<file path="config.mk">
export PLATFORM = sky130hd
export DESIGN_NAME = axil_force_reader
export DESIGN_NICKNAME = d
export VERILOG_FILES = /design/src/hdl/force_pkg.sv /design/src/hdl/axil_force_reader.sv
export SDC_FILE = /design/constraint.sdc
export NUM_CORES = 1
export LEC_CHECK = 0
export ABC_AREA = 1
export BUFFER_PORTS_ARGS = -buffer_cell sky130_fd_sc_hd__buf_2
export CAP_MARGIN = 0
export CORE_ASPECT_RATIO = 1.4
export CORE_MARGIN = 8
export CORE_UTILIZATION = 36
export DETAILED_ROUTE_END_ITERATION = 10
export PLACE_DENSITY = 0.82
export SLEW_MARGIN = 20
export SYNTH_ARGS = -nofsm -noshare
export SYNTH_HDL_FRONTEND = slang
export SYNTH_SLANG_ARGS = --single-unit
</file>
<file path="constraint.sdc">
create_clock -name clk -period 1.8 [get_ports clk]
set_clock_uncertainty 0.15 [all_clocks]
set_input_delay 0.27 -clock clk [delete_from_list [all_inputs] [get_ports clk]]
set_output_delay 0.27 -clock clk [all_outputs]
set_load 0.005 [all_outputs]
</file>
<file path="src/hdl/force_pkg.sv">
/* Localparams, particle id union, force vector, stream beat and force record types
   shared by the force accumulation stage */
`default_nettype none

package force_pkg;

	////////////////////////////////////////////////////////////
	// Widths and sizes
	////////////////////////////////////////////////////////////

	// Signed fixed point force component
	localparam int FORCE_W = 32;
	// Cell coordinate and slot fields of a particle id
	localparam int CELL_W = 2;
	localparam int SLOT_W = 4;
	localparam int PID_W = 3 * CELL_W + SLOT_W;
	localparam int CACHE_DEPTH = 1 << PID_W;
	// Saturating counter of finished records
	localparam int DONE_W = 16;

	// Clamp limits of one lane
	localparam logic signed [FORCE_W-1:0] FORCE_MAX = {1'b0, {(FORCE_W-1){1'b1}}};
	localparam logic signed [FORCE_W-1:0] FORCE_MIN = {1'b1, {(FORCE_W-1){1'b0}}};

	////////////////////////////////////////////////////////////
	// Host address map
	////////////////////////////////////////////////////////////

	localparam int AXIL_ADDR_W = 16;
	localparam int AXIL_DATA_W = 32;
	// Status and control word, above the force region
	localparam logic [AXIL_ADDR_W-1:0] STATUS_ADDR = 16'hC000;
	// Word select and particle id positions in a force address
	localparam int ADDR_WORD_LSB = 2;
	localparam int ADDR_PID_LSB = 4;
	// Words of one force entry
	localparam logic [1:0] WORD_FX = 2'd0;
	localparam logic [1:0] WORD_FY = 2'd1;
	localparam logic [1:0] WORD_FZ = 2'd2;
	localparam logic [1:0] WORD_STAT = 2'd3;
	localparam logic [1:0] RESP_OKAY = 2'b00;

	////////////////////////////////////////////////////////////
	// Types
	////////////////////////////////////////////////////////////

	// Cell coordinates and slot, cell_x in the top bits
	typedef struct packed {
		logic [CELL_W-1:0] cell_x;
		logic [CELL_W-1:0] cell_y;
		logic [CELL_W-1:0] cell_z;
		logic [SLOT_W-1:0] slot;
	} pid_fields_t;

	// Same id word seen flat or split into fields
	typedef union packed {
		logic [PID_W-1:0] raw;
		pid_fields_t fields;
	} particle_id_u;

	typedef struct packed {
		logic signed [FORCE_W-1:0] fx;
		logic signed [FORCE_W-1:0] fy;
		logic signed [FORCE_W-1:0] fz;
	} force_vec_t;

	// One beat of the partial force stream
	typedef struct packed {
		logic valid;
		logic last;
		particle_id_u pid;
		force_vec_t fvec;
	} partial_beat_t;

	// Finished force of one particle, ovf set if any axis clamped
	typedef struct packed {
		particle_id_u pid;
		force_vec_t fvec;
		logic ovf;
	} force_rec_t;

endpackage

`default_nettype wire

</file>
<file path="src/hdl/axil_force_reader.sv">
/* AXI4-Lite slave for the host, force words, entry status,
   status word and the statistics clear */
`timescale 1ns/1ps
`default_nettype none

module axil_force_reader
(
	input  logic clk,
	input  logic rst,
	// Write address and data
	input  logic [force_pkg::AXIL_ADDR_W-1:0] awaddr,
	input  logic awvalid,
	output logic awready,
	input  logic [force_pkg::AXIL_DATA_W-1:0] wdata,
	input  logic [force_pkg::AXIL_DATA_W/8-1:0] wstrb,
	input  logic wvalid,
	output logic wready,
	// Write response
	output logic [1:0] bresp,
	output logic bvalid,
	input  logic bready,
	// Read address
	input  logic [force_pkg::AXIL_ADDR_W-1:0] araddr,
	input  logic arvalid,
	output logic arready,
	// Read data
	output logic [force_pkg::AXIL_DATA_W-1:0] rdata,
	output logic [1:0] rresp,
	output logic rvalid,
	input  logic rready,
	// Cache side
	output force_pkg::particle_id_u rd_pid,
	input  force_pkg::force_rec_t rd_rec,
	input  logic rd_hit,
	input  logic [force_pkg::DONE_W-1:0] done_count,
	input  logic ovf_seen,
	output logic clear_stats
);
	import force_pkg::*;

	logic ar_go;
	logic wr_go;
	// First cycle of rvalid, cache data is live
	logic rd_first;
	logic rd_is_force;
	logic rd_is_status;
	logic [1:0] rd_word;
	logic [AXIL_DATA_W-1:0] rd_word_live;
	logic [AXIL_DATA_W-1:0] rdata_q;

	////////////////////////////////////////////////////////////
	// Read channel
	////////////////////////////////////////////////////////////

	assign arready = !rvalid;
	assign ar_go = arvalid && arready;
	assign rresp = RESP_OKAY;

	// Id straight from the address so the cache read lands with rvalid
	always_comb
	begin
		rd_pid.fields.slot = araddr[ADDR_PID_LSB +: SLOT_W];
		rd_pid.fields.cell_z = araddr[ADDR_PID_LSB + SLOT_W +: CELL_W];
		rd_pid.fields.cell_y = araddr[ADDR_PID_LSB + SLOT_W + CELL_W +: CELL_W];
		rd_pid.fields.cell_x = araddr[ADDR_PID_LSB + SLOT_W + 2 * CELL_W +: CELL_W];
	end

	always_ff @(posedge clk)
	begin
		if (rst)
		begin
			rvalid <= 1'b0;
			rd_first <= 1'b0;
		end
		else if (ar_go)
		begin
			rvalid <= 1'b1;
			rd_first <= 1'b1;
		end
		else
		begin
			rd_first <= 1'b0;
			if (rready)
				rvalid <= 1'b0;
		end
	end

	// Remember what the request selected
	always_ff @(posedge clk)
	begin
		if (ar_go)
		begin
			rd_is_force <= (araddr < STATUS_ADDR);
			rd_is_status <= (araddr == STATUS_ADDR);
			rd_word <= araddr[ADDR_WORD_LSB +: 2];
		end
		// Freeze the word while the response waits for rready
		if (rd_first)
			rdata_q <= rd_word_live;
	end

	// Word formed from the returning cache read or the statistics
	always_comb
	begin
		rd_word_live = '0;
		if (rd_is_status)
		begin
			rd_word_live[DONE_W-1:0] = done_count;
			rd_word_live[DONE_W] = ovf_seen;
		end
		else if (rd_is_force)
		begin
			// Unwritten entries read as zero
			case (rd_word)
				WORD_FX: rd_word_live = rd_hit ? rd_rec.fvec.fx : '0;
				WORD_FY: rd_word_live = rd_hit ? rd_rec.fvec.fy : '0;
				WORD_FZ: rd_word_live = rd_hit ? rd_rec.fvec.fz : '0;
				WORD_STAT: rd_word_live = {{(AXIL_DATA_W-2){1'b0}}, rd_hit & rd_rec.ovf, rd_hit};
				default: rd_word_live = '0;
			endcase
		end
	end

	assign rdata = rd_first ? rd_word_live : rdata_q;

	////////////////////////////////////////////////////////////
	// Write channel
	////////////////////////////////////////////////////////////

	// Address and data taken together, blocked while a response waits
	assign wr_go = awvalid && wvalid && !bvalid;
	assign awready = wr_go;
	assign wready = wr_go;
	assign bresp = RESP_OKAY;

	always_ff @(posedge clk)
	begin
		if (rst)
		begin
			bvalid <= 1'b0;
			clear_stats <= 1'b0;
		end
		else
		begin
			// One cycle pulse on a control write with bit 0 set
			clear_stats <= wr_go && (awaddr == STATUS_ADDR) && wstrb[0] && wdata[0];
			if (wr_go)
				bvalid <= 1'b1;
			else if (bready)
				bvalid <= 1'b0;
		end
	end

endmodule

`default_nettype wire

</file>
# Yosys cells after proc, flatten, opt, wreduce, memory -nomap -nowiden
# Cells that the tools add are included.
# word_totals
register_bits	40
in_bits	200
output_inout_bits	52
wordCells	39
# classes
n_lt_le_gt_ge	1
n_eq_ne	5
mux	13
bitwise_logic	1
reduce_logical	11
# op_table
op	n
$mux W32	5
$pmux W32 S4	1
$eq A16 B16 Y1 const B	2
$mux W17	1
$lt A16 B16 Y1 const B	1
$mux W15	1
$logic_and A1 B1 Y1	6
$mux W1	5
$eq A2 B2 Y1 const B	2
$reduce_bool A2 Y1	2
$eq A2 B1 Y1 const B	1
$logic_not A1 Y1	2
$logic_not A2 Y1	1
$and A1 B1 Y1	1

# Depth between registers and ports, before layout
# Gate-level depths: netlist of run 1.
# logic_depth
ltp_word	5
depth_mapped	7
depth_no_buf	6

# Worst setup path before layout of run 1
# No wires, ideal clock.
# synth_path
path_kind	reg2out
from	register rd_word[0]
to	output port rdata[10] (netlist name)
arrival_ns	1.157
required_ns	1.380
slack_ns	0.223
stages_incl_launch_ff	7
path_buffers	1
path_cell_list	edfxtp_1 inv_2 clkbuf_1 o21ai_0 nand2_1 nand2_1 a21oi_1
# synth_between
elab_chain_cells	5
elab_cells_between_ends	8
cone_classes	eq/ne (3); mux (4); reduce/logical (1)
# synth_lines
item	line	rtl
start: declaration	axil_force_reader.sv:47	logic [1:0] rd_word;
start signal: assignment	axil_force_reader.sv:95	rd_word <= araddr[ADDR_WORD_LSB +: 2];
$eq A2 B2 Y1 (tied with other cells)	axil_force_reader.sv:114	case (rd_word)
$pmux W32 S4 *	axil_force_reader.sv:114	
$mux W32 *	axil_force_reader.sv:111	else if (rd_is_force)
$mux W17 *	axil_force_reader.sv:106	if (rd_is_status)
$mux W32 *	--	
end: declaration	axil_force_reader.sv:27	output logic [force_pkg::AXIL_DATA_W-1:0] rdata,
# Mark *: on every way between the ends. The rest lies on a longest branch, timed or not.

# Worst setup path after layout of run 1
# layout_path
from	register rd_is_status
to	output port rdata[5] (netlist name)
# layout_between
elab_chain_cells	2
# layout_lines
item	line	rtl
start: declaration	axil_force_reader.sv:46	logic rd_is_status;
start signal: assignment	axil_force_reader.sv:94	rd_is_status <= (araddr == STATUS_ADDR);
$mux W17	axil_force_reader.sv:106	
$mux W32	--	
# Every way passes these cells.

==> results, run 1 <==
- The maximum count of clock buffers along a single path is 2.
- The critical path's top delay family is flip-flops.
- The depth of the worst hold-timing path is 1.
- The congestion estimate from routability-driven global placement came to 0.811.
- STA puts the critical path data required time at around 1.4 ns.
- The post-synthesis async set-or-reset flop share is 0%.
- The floorplan step defined a die boundary enclosing 0.00973 mm^2.
- The largest individual stage delay along the critical path comes from the cell sky130_fd_sc_hd__edfxtp_1.
- The startpoint identified for the worst hold timing path is araddr[3].
- The hold violation total from the final report is 0.
- In the synthesized netlist, the number of instances is 394.
- The destination of the worst register-to-register timing path is rdata_q[10].
- The non-filler instance count after layout is between 600 and 700.
- In this run, placement finished with an instance count of 652.
- The max-capacitance violation count is 0.
- The element type at the critical path end is an output port.
- Leaving out fill and tap cells, the most frequent cell in the layout is sky130_fd_sc_hd__buf_2.
- The number of top-level pins is approximately 250.
- The endpoint arrival time on the critical path is 1.54 ns.
- Using the TritonRoute via totals, the vias-per-cell ratio works out to approximately 4.9.
- The sequential element share of the synthesized area is between 30 and 40%.
- The total of hold buffers inserted after clock tree synthesis is 0.
- The setup slack of the most critical reg-to-reg path is 0.31 ns.
- Walking the worst path, the cells encountered are nor2_4, buf_12, nand2_1, inv_1, nand2_2, a21oi_2, buf_2.
- The level count of the clock H-tree is 2.
- For the worst flop-to-flop path, the logic depth is 8.
- Once detail routing completed, the nets flagged for antenna violations numbered 0.
- The mean post-synth cell area is a little over 6 um^2.
- The die boundary width is 85.7 um.
- For this block, the initial DRC count from the detailed router was 123.
- The yosys synthesis warning count is 0.
- The number of global-route vias before repair is roughly 3.4k.
- The clock edge transition at the registers on the reported setup and hold paths is 0.08 ns.
- The post-layout net count is between 700 and 800.
- The standard-cell row count is 35.
- In the finished design, the share of the clock period the worst path needs comes to 109%.
- The worst ir drop on vdd is 467 uV.
- On the worst path, the slowest cell contributes a delay of 0.50 ns.
- The achievable clock frequency is between 500 and 600 MHz.
- In this run the biggest area consumer among cell types represents 29.5% of the synthesized area.
- The terminating pin of the worst hold path is rd_word[1].
- From synthesis to final layout, the design area changed by 55.4%.
- The run finished, with violations left.
- Adding up every negative setup slack in the final design gives -3.99 ns.
- The clock latency reported for the late side of the worst-skew pair is approximately 0.28 ns.
- The worst path in the final design needs a cycle of 1.96 ns, including I/O delays and setup.
- The worst hold-check path type is input port to register.
- The routed via count is 3,240.
- The number of max-slew violations in the final report is 0.
- The synthesized design spends more area on one cell type than any other, namely sky130_fd_sc_hd__dfxtp_1.
- The leading register cell type out of synthesis is sky130_fd_sc_hd__dfxtp_1.
- After detailed routing, the number of remaining DRC violations is 0.
- Buffers placed on the I/O ports in this run total between 200 and 250.
- Setup violations remaining at the end of the flow were counted as 32.
- The origin of the critical flop-to-flop path is rd_word[0].
- The number of antenna violations at the first check in global routing is 0.
- Wires add up to 9.33 mm.
- Setup repair after global routing could not meet its margin everywhere.
- The top cell types in the final layout, fill and taps aside, are sky130_fd_sc_hd__buf_2, sky130_fd_sc_hd__nand2_1, sky130_fd_sc_hd__dfxtp_1.
- The first TritonRoute pass finished after 4 iterations.
- The largest fanout of any net on the critical path is 16.
- The first global-routing pass estimated roughly 15 mm of wire.
- The worst-case setup margin in the final layout is -0.161 ns.
- The critical path in this run is classified as register to output port.
- STA classifies the critical path startpoint as a register.
- The total overflow left after global routing is 0.
- Yosys mapped a number of flops with a built-in enable equal to 4.
- The count of unique library cells instantiated by Yosys is 23.
- The final reports fail on setup timing.
- The critical path buffer and inverter count is 3.
- The share of layout cells above drive strength 1 is approximately 44%.
- The static power due to leakage is 2.19 nW.
- The areal power density over the cells is ~680 mW/mm^2.
- The wire-length estimate of the detail-placed layout is 7.52 mm.
- The clock tree from TritonCTS is done.
- Dividing the detail-routed wire length by the instance count gives 14.0 um.
- The number of antenna cells inserted is 0.
- The die height is 114 um.
- The flip-flop and latch count after synthesis is 40.
- By area the synthesized netlist is led by sky130_fd_sc_hd__dfxtp_1, sky130_fd_sc_hd__nand2_1, sky130_fd_sc_hd__a21oi_1.
- The cell area after technology mapping is 0.00245 mm^2.
- The initial utilization of the core area, before any placement, comes to 37.2%.
- The tree is rooted in a sky130_fd_sc_hd__clkbuf_8.
- The sink count of the clock tree is 40.
- Entering global routing, the biggest net connects 31 pins.
- The area of the placeable core is 0.00657 mm^2.
- The number of buffers created by CTS is 5.
- Global routing used 18.8% of the available tracks.
power by group:
| part | internal, mW | total, mW | leakage, nW | switching [mW] |
|---|---|---|---|---|
| clock network | 0.489 | 0.790 | 0.0645 | 0.301 |
| logic | 0.370 | 0.755 | 1.79 | 0.385 |
| registers | 1.01 | 1.04 | 0.336 | 0.0323 |
synth_stat cells, types with 2 or more instances:
cell type and n:
sky130_fd_sc_hd__edfxtp_1 4, sky130_fd_sc_hd__inv_2 3, sky130_fd_sc_hd__nor2_1 34, sky130_fd_sc_hd__buf_4 18
sky130_fd_sc_hd__nand2_1 148, sky130_fd_sc_hd__buf_2 6, sky130_fd_sc_hd__o21ai_0 32, sky130_fd_sc_hd__inv_1 35
sky130_fd_sc_hd__buf_6 2, sky130_fd_sc_hd__dfxtp_1 36, sky130_fd_sc_hd__nand3_1 6, sky130_fd_sc_hd__nor4_1 2
sky130_fd_sc_hd__a21oi_1 36, sky130_fd_sc_hd__clkbuf_1 9, sky130_fd_sc_hd__o211ai_1 15
metrics by stage:
stage	total power, mW	cell area, um^2	hold WS, ns	util [%]	setup WS, ns
finish	2.59	3800	0.0270	57.9	-0.161
detailed placement	1.75	3520	0.283	53.5	0.0247
floorplan	1.39	2460	0.189	-	0.223
global placement	1.72	3520	0.280	53.5	0.0749
CTS	2.59	3730	0.0113	56.7	-0.163
global route	2.75	3800	0.00460	57.9	-0.313
metal layers:
layer | global-route usage [%] | wire (um) | vias to the layer above
met5 | 0 | 0 | -
met4 | 5.63 | 137 | 0
met3 | 7.84 | 931 | 16
met2 | 35.1 | 4930 | 162
met1 | 18.0 | 3330 | 1436
li1 | - | - | 1626
how the worst max path moves through the flow:
stage	to	slack, ns	depth (start not counted)	startpoint
2_1_floorplan	rdata[10]	0.22	6	rd_word[0]
3_3_place_gp	rdata[12]	0.07	7	rd_word[1]
3_5_place_dp	rdata[12]	0.02	7	rd_word[1]
4_1_cts	rdata[5]	-0.16	7	rd_is_status
5_1_grt	rdata[12]	-0.31	7	rd_word[1]
6_report	rdata[5]	-0.16	7	rd_is_status
state kept, by name (all words and copies together), names as in the netlist:
| name | count |
|---|---|
| rdata_q | 32 |
| rd_word | 2 |
| bvalid | 1 |
| rd_is_status | 1 |
| rd_is_force | 1 |
| rvalid | 1 |
| clear_stats | 1 |
| rd_first | 1 |
area by class of cell:
cell class                 instances  area [um^2]
timing repair buffer             222         1260
fill                             626         2770
inverter                          38          145
sequential                        40          841
clock buffer                       7         96.3
clock inverter                     1         30.0
multi-input combinational        284         1340
tap                               74         92.6
timing repair:
item / in CTS / in global routing
resized for setup: 23 / 26
pin swaps: 1 / 1
setup endpoints to repair: 32 / 32
gates cloned: 0 / 1
buffers inserted: 2 / 3
worst register-to-register path, stage by stage (launching register included):
cell and delay, ns:
sky130_fd_sc_hd__edfxtp_1 0.46, sky130_fd_sc_hd__nor2_2 0.20, sky130_fd_sc_hd__buf_12 0.17, sky130_fd_sc_hd__nand2_1 0.06, sky130_fd_sc_hd__nand2_1 0.05, sky130_fd_sc_hd__inv_1 0.04, sky130_fd_sc_hd__nand2_1 0.07, sky130_fd_sc_hd__a21oi_2 0.06
sky130_fd_sc_hd__buf_4 0.13
logic make-up after synthesis:
logic type | synth area share [%]
compound gates | 18.8
flops | 34.4
buf+inv | 14.9
other cells | 0.153
simple gates | 31.8
No activity file was read; power rests on OpenSTA's default activity.
==> inputs of run 2 (changes only) <==
Settings changed: BUFFER_PORTS_ARGS -buffer_cell sky130_fd_sc_hd__buf_2 to -buffer_cell sky130_fd_sc_hd__clkbuf_2, MAX_ROUTING_LAYER from default to met4.
==> run 2 against run 1 <==
The run still ends with setup timing left; wire length is 9.1% higher; worst hold slack better by 0.0014 ns; global-route usage is 1.7 points higher; first-iteration DRC count is 13% lower; register-to-register slack worse by 0.09 ns; sequential power hardly changed; die area stayed put; critical path depth is 1 higher; non-clock buffer count is 15 higher; total power is 12% higher; count of clock-buffer cells in the layout is 2 lower; critical path type unchanged; critical endpoint unchanged; largest cell class is now buffers; largest power group unchanged.
==> results, run 2 (synthesis results as in run 1) <==
- STA classifies the critical path startpoint as a register.
- The hold violation total from the final report is 0 (unchanged).
- The final-report setup violation count is 32 (unchanged).
- The number of top-level pins is 252 (unchanged).
- The static power due to leakage is 2.36 nW (+7.8%).
- The area of the die came to 0.00973 mm^2 (unchanged).
- The area of the placeable core is 0.00657 mm^2 (unchanged).
- The cell total after placement was 652 (unchanged).
- The number of buffer cells added on primary ports is 203 (unchanged).
- The standard-cell row count is 35 (unchanged).
- The number of nets still failing antenna checks after routing was 0 (unchanged).
- The final routed DRC violation total is 0 (unchanged).
- The routed length per placed instance is 15.0 um (+6.7%).
- The endpoint arrival time on the critical path came to 1.62 ns (+0.08 ns).
- The die height is 114 um (unchanged).
- The count of fill cells added during filler insertion is 610 (-2.6%).
- The starting density of the core is 37.2% (unchanged).
- Leaving out fill and tap cells, the most frequent cells in the layout are sky130_fd_sc_hd__clkbuf_2, sky130_fd_sc_hd__nand2_1, sky130_fd_sc_hd__dfxtp_1.
- The final wirelength is 10.2 mm (+9.1%).
- Among the stages of the critical path, the cell type that occurs most often is sky130_fd_sc_hd__nand2_1.
- The number of antenna cells inserted came to 0 (unchanged).
- Setup repair after global routing could not meet its margin everywhere.
- The number of buffers created by CTS is 5 (unchanged).
- The achievable clock frequency is 490 MHz (-3.9%).
- The final critical-path share of the clock period is 113% (+4.4 points).
- The post-layout minimum cycle time came to 2.04 ns (+0.0785 ns).
- The worst ir drop on vdd is 528 uV (+13%).
- The area after detailed placement is 0.00354 mm^2 (+0.71%).
- The sequential cell area in the final layout was 841 um^2 (unchanged).
- The largest registers in the layout are rdata_q (32), rd_word (2).
- The die boundary width came to 85.7 um (unchanged).
- The worst hold-check path type is input port to register.
- The largest net degree at the start of global routing is 20 (-35%).
- The detail-routed via count per cell was 4.91 (+0.88%).
- The max-capacitance violation count came to 0 (unchanged).
- The total area of multi-input combinational cells is 0.00137 mm^2 (+2.5%).
- The final design instance area without fill came to 0.00411 mm^2 (+8.1%).
- The slowest stage cell on the critical path is sky130_fd_sc_hd__edfxtp_1.
- The non-filler instance count after layout was 681 (+2.3%).
- Walking the worst path, the cells encountered are buf_4, clkinv_8, clkbuf_16, o21ai_0, nand2_1, nand2_1, a21oi_2, clkbuf_2.
- The final reports fail on setup timing.
- The critical setup path kind is register to output port.
- The layout overhead on the synthesized area is 68.0%.
- The number of antenna violations at the first check in global routing was 0 (unchanged).
- The routed via count is 3,342 (+3.1%).
- The clock latency reported for the late side of the worst-skew pair is 0.29 ns (about the same).
- The post-placement setup slack was 0.0674 ns (+0.0427 ns).
- The total routing usage reported by global routing is 20.5% (+1.7 points).
- The estimated wirelength of the detail-placed design came to 7.64 mm (+1.6%).
- The areal power density over the cells was 708 mW/mm^2 (+4.0%).
- The most common cell after layout, fill and taps aside is sky130_fd_sc_hd__clkbuf_2.
- The overall power is 2.91 mW (+12%).
- The clock edge transition at the registers on the reported setup and hold paths came to 0.08 ns (about the same).
- The number of flip-flops under the largest register name is 32 (unchanged).
- The critical path buffer and inverter count is 4 (+1).
- The flow ran to the end, but the final reports show violations.
- The wire length of the first global-routing pass is 15.8 mm (+5.4%).
- The iteration-0 DRC count of the detailed router is 107 (-13%).
- The routability congestion estimate is 0.827 (+2.0%).
- The number of global-route vias before repair was 3,563 (+6.3%).
- The number of max-slew violations in the final report is 0 (unchanged).
- The aggregate global routing overflow was 0 (unchanged).
- TritonCTS built the clock tree.
- The register name with the most flops is rdata_q.
- The total iterations of the first detailed-routing run is 4 (unchanged).
- The largest fanout of any net on the critical path is 6 (-10).
- The critical path's top delay family is buffers and inverters.
- The share of layout cells above drive strength 1 is 47.1% (+3.0 points).
- The element type at the critical path end is an output port.
- The worst-case setup margin in the final layout was -0.240 ns (-0.0785 ns).
- The sink count of the clock tree came to 40 (unchanged).
- The maximum count of clock buffers along a single path was 2 (unchanged).
- The worst path required time is 1.38 ns (about the same).
- The post-layout net count is 806 (+1.9%).
- The worst stage delay on the critical path is 0.43 ns (-0.07 ns).
- The root buffer cell chosen for the clock tree is sky130_fd_sc_hd__clkbuf_8.
- The level count of the clock H-tree is 2 (unchanged).
- The worst-case hold slack is 0.0284 ns (+0.00142 ns).
==> run 2: per-stage QoR <==
step / utilization (%) / setup TNS, ns
after detailed placement: 53.9 / 0
after global placement: 53.9 / 0
after CTS: 60.2 / -5.72
final: 62.6 / -6.34
after global routing: 62.6 / -9.49
after floorplan: - / 0
==> run 2: timing repair <==
action / in CTS / in global routing
endpoints found under the setup margin: 32 / 32
hold endpoints to repair: 0 / 0
buffers inserted: 10 / 7
gates cloned: 3 / 2
hold buffers: 0 / 0
gates resized for setup: 31 / 43
pin swaps: 4 / 18
==> run 2: power breakdown <==
group / internal [mW] / leakage, nW / switching [mW]
Combinational: 0.434 / 1.95 / 0.422
Sequential: 1.01 / 0.336 / 0.0324
Clock: 0.694 / 0.0784 / 0.317
Total: 2.14 / 2.36 / 0.772
==> run 2: layout make-up <==
class / count / area share, %
inverters: 38 / 4.08
clock inverters: 3 / 2.19
multi-input cells: 284 / 33.3
well taps: 74 / 2.25
clock buffers: 5 / 1.67
flip-flops and latches: 40 / 20.5
repair buffers: 237 / 36.0
==> run 2: worst paths after layout <==
path / slack (ns) / startpoint / endpoint / cells past startpoint
setup / recovery: -0.24 / rd_word[1] / rdata[5] / 8
hold / removal: 0.03 / araddr[2] / rd_word[0] / 1
setup reg to reg: 0.22 / rd_word[1] / rdata_q[18] / 7
hold reg to reg: 0.31 / rdata_q[31] / rdata_q[31] / 2
==> run 2: routing by layer <==
layer,wire [um],global-route usage (%),vias up
met5,0,-,-
met4,233,6.22,0
met3,737,5.40,20
met2,5460,38.2,146
met1,3760,20.1,1515
li1,-,-,1661
==> inputs of run 3 (changes only) <==
Settings changed: PLACE_DENSITY 0.82 to default, PLACE_DENSITY_LB_ADDON from default to 0.1.
==> run 3 against run 2 <==
The run still ends with setup timing left; cell area decreased by 9.8%; count of clock-buffer cells in the layout increased by 2; worst hold slack about the same; critical path depth increased by 1; register-to-register slack improved by 0.14 ns; final cell count decreased by 2.6%; total power decreased by 20%; via count decreased by 6.7%; sequential cell count unchanged; largest cell class is now multi-input gates; highest routed layer unchanged.
==> results, run 3 (synthesis results as in run 1) <==
- The estimated wirelength of the detail-placed design was 7.50 mm (-1.8%).
- The worst path required time is 1.38 ns (about the same).
- The areal power density over the cells is 629 mW/mm^2 (-11%).
- The area growth from synthesis to layout is 51.6%.
- The element type at the critical path end is an output port.
- The die height is 114 um (unchanged).
- Leaving out fill and tap cells, the most frequent cell in the layout is sky130_fd_sc_hd__clkbuf_2.
- The register with the most flip-flops in the final layout is rdata_q.
- The final routed DRC violation total was 0 (unchanged).
- The min-delay analysis places its worst path in the category input port to register.
- The detail-routed via count per cell is 4.70 (-4.2%).
- The net switching power figure is 0.694 mW (-10%).
- The total routing usage reported by global routing is 19.1% (-1.4 points).
- The clock network fraction of design power is 23.9% (-11 points).
- The iteration-0 DRC count of the detailed router is 84 (-21%).
- The non-filler instance count after layout was 663 (-2.6%).
- The worst ir drop on vdd is 439 uV (-17%).
- The static power due to leakage is 2.18 nW (-7.7%).
- The largest registers in the layout are rdata_q (32), rd_word (2).
- Clock tree synthesis selected as its root buffer the cell sky130_fd_sc_hd__clkbuf_8.
- The number of nets still failing antenna checks after routing is 0 (unchanged).
- The standard-cell row count is 35 (unchanged).
- The number of buffer cells added on primary ports was 203 (unchanged).
- The starting density of the core is 37.2% (unchanged).
- The total iterations of the first detailed-routing run came to 4 (unchanged).
- The level count of the clock H-tree is 2 (unchanged).
- The final-report setup violation count is 32 (unchanged).
- The share of layout cells above drive strength 1 is 42.4% (-4.7 points).
- The worst setup path is of the register to output port kind.
- The number of buffers created by CTS is 5 (unchanged).
- The sink count of the clock tree is 40 (unchanged).
- The met2 demand-to-capacity share in global routing is 34.9% (-3.3 points).
- The aggregate global routing overflow is 0 (unchanged).
- The area of the die is 0.00973 mm^2 (unchanged).
- The highest-utilization routing layer at the global route stage is met2.
- The final critical-path share of the clock period came to 111% (-2.3 points).
- The endpoint arrival time on the critical path is 1.58 ns (-0.04 ns).
- The max-capacitance violation count came to 0 (unchanged).
- The routed via count is 3,117 (-6.7%).
- The largest net degree at the start of global routing is 30 (+50%).
- The cell total after placement was 653 (+0.15%).
- The area of the placeable core came to 0.00657 mm^2 (unchanged).
- The portion of total power attributed to sequential cells was 44.7% (+8.9 points).
- The number of flip-flops under the largest register name came to 32 (unchanged).
- The share of the core filled with cells was 56.4% (-6.1 points).
- The clock tree from TritonCTS is done.
- The achievable clock frequency is 500 MHz (+2.1%).
- In the layout the commonest cells are sky130_fd_sc_hd__clkbuf_2, sky130_fd_sc_hd__nand2_1, sky130_fd_sc_hd__dfxtp_1.
- The post-placement setup slack was 0.0243 ns (-0.0431 ns).
- The hold violation total from the final report is 0 (unchanged).
- The proportion of power drawn by combinational gates is 31.4% (+2.0 points).
- The checks that failed: setup timing.
- The worst-case setup margin in the final layout came to -0.198 ns (+0.0416 ns).
- The net switching share of the total power is 29.7% (+3.2 points).
- The clock edge transition at the registers on the reported setup and hold paths is 0.07 ns (about the same).
- The final wirelength is 9.03 mm (-11%).
- The number of antenna cells inserted came to 0 (unchanged).
- The post-layout net count is 788 (-2.2%).
- The run finished, with violations left.
- The total negative setup slack is -4.88 ns (+1.46 ns).
- The launching element type of the critical path is a register.
- The routing usage on met3 is 5.61% (+0.22 points).
- The count of fill cells added during filler insertion is 692 (+13%).
- The wire length of the first global-routing pass is 14.7 mm (-6.5%).
- The die boundary width is 85.7 um (unchanged).
- The met1 track demand over resource in global routing is 19.4% (-0.71 points).
- The number of antenna violations at the first check in global routing came to 0 (unchanged).
- The clock latency reported for the late side of the worst-skew pair is 0.28 ns (about the same).
- The routed length per placed instance is 13.6 um (-9.0%).
- The total of hold buffers inserted after clock tree synthesis is 0 (unchanged).
- The routability congestion estimate is 0.807 (-2.4%).
- The maximum count of clock buffers along a single path is 2 (unchanged).
- The number of global-route vias before repair came to 3,273 (-8.1%).
- The number of max-slew violations in the final report came to 0 (unchanged).
- The total internal power came to 1.64 mW (-23%).
- The number of top-level pins was 252 (unchanged).
- The post-layout minimum cycle time is 2.00 ns (-0.0416 ns).
- Setup repair after global routing could not meet its margin everywhere.
- The largest fanout of any net on the critical path was 16 (+10).
run 3: cell count changes in the layout (fill, tap and decap cells not counted), moves of 2 or more:
cell | before | now
sky130_fd_sc_hd__clkbuf_16 | 2 | 0
sky130_fd_sc_hd__buf_16 | 3 | 0
sky130_fd_sc_hd__nand2_1 | 134 | 146
sky130_fd_sc_hd__clkbuf_1 | 0 | 2
sky130_fd_sc_hd__buf_4 | 17 | 8
sky130_fd_sc_hd__buf_6 | 4 | 1
sky130_fd_sc_hd__nand2_2 | 13 | 2
sky130_fd_sc_hd__o21ai_2 | 3 | 1
sky130_fd_sc_hd__clkinv_8 | 2 | 0
sky130_fd_sc_hd__o21ai_1 | 8 | 13
sky130_fd_sc_hd__bufinv_16 | 3 | 0
sky130_fd_sc_hd__o21ai_0 | 21 | 18
run 3: final timing paths:
path | from | endpoint | slack, ns | cells after the start
worst max register to register | rd_word[0] | rdata_q[9] | 0.36 | 8
worst min-delay path | araddr[3] | rd_word[1] | 0.03 | 1
worst max-delay path | rd_word[0] | rdata[9] | -0.20 | 9
worst min register to register | rdata_q[27] | rdata_q[27] | 0.30 | 2
run 3: layout make-up:
type / count / area [um^2] / area share [%]
Sequential cell: 40 / 841 / 22.7
Tap cell: 74 / 92.6 / 2.50
Inverter: 38 / 143 / 3.85
Multi-Input combinational cell: 284 / 1320 / 35.7
Clock inverter: 1 / 5.00 / 0.135
Timing Repair Buffer: 219 / 1230 / 33.1
Clock buffer: 7 / 76.3 / 2.06
run 3: critical path, stage by stage (launching register included):
cell and delay (ns):
sky130_fd_sc_hd__edfxtp_1 0.46, sky130_fd_sc_hd__buf_6 0.16, sky130_fd_sc_hd__nor2_4 0.13, sky130_fd_sc_hd__buf_12 0.16
sky130_fd_sc_hd__nand2_1 0.06, sky130_fd_sc_hd__nand2_1 0.05, sky130_fd_sc_hd__inv_1 0.04, sky130_fd_sc_hd__nand2_1 0.06
sky130_fd_sc_hd__a21oi_2 0.06, sky130_fd_sc_hd__clkbuf_2 0.12
run 3: power by group through the flow:
| stage | clock, mW | combinational, mW | sequential (mW) |
|---|---|---|---|
| after floorplan | 0 | 0.333 | 1.05 |
| after global placement | 0 | 0.679 | 1.06 |
| after detailed placement | 0 | 0.692 | 1.06 |
| after CTS | 0.587 | 0.739 | 1.04 |
| after global routing | 0.617 | 0.829 | 1.05 |
| final | 0.558 | 0.732 | 1.04 |
run 3: timing repair:
action | CTS | global route
buffers inserted | 2 | 0
resized for setup | 25 | 21
endpoints found under the setup margin | 32 | 32
pin swaps | 2 | 0
run 3: routing by layer:
| metal | vias to the layer above | part of all wire [%] |
|---|---|---|
| met1 | 1354 | 38 |
| li1 | 1625 | - |
| met5 | - | 0 |
| met4 | 0 | 1.3 |
| met3 | 9 | 7.9 |
| met2 | 129 | 53 |
run 3: through the flow:
| step | hold WS [ns] | power [mW] | cell area, um^2 |
|---|---|---|---|
| after floorplan | 0.189 | 1.39 | 2460 |
| after global placement | 0.285 | 1.74 | 3520 |
| after detailed placement | 0.288 | 1.76 | 3520 |
| after CTS | 0.0164 | 2.37 | 3700 |
| after global routing | 0.0181 | 2.50 | 3710 |
| final | 0.0281 | 2.33 | 3710 |
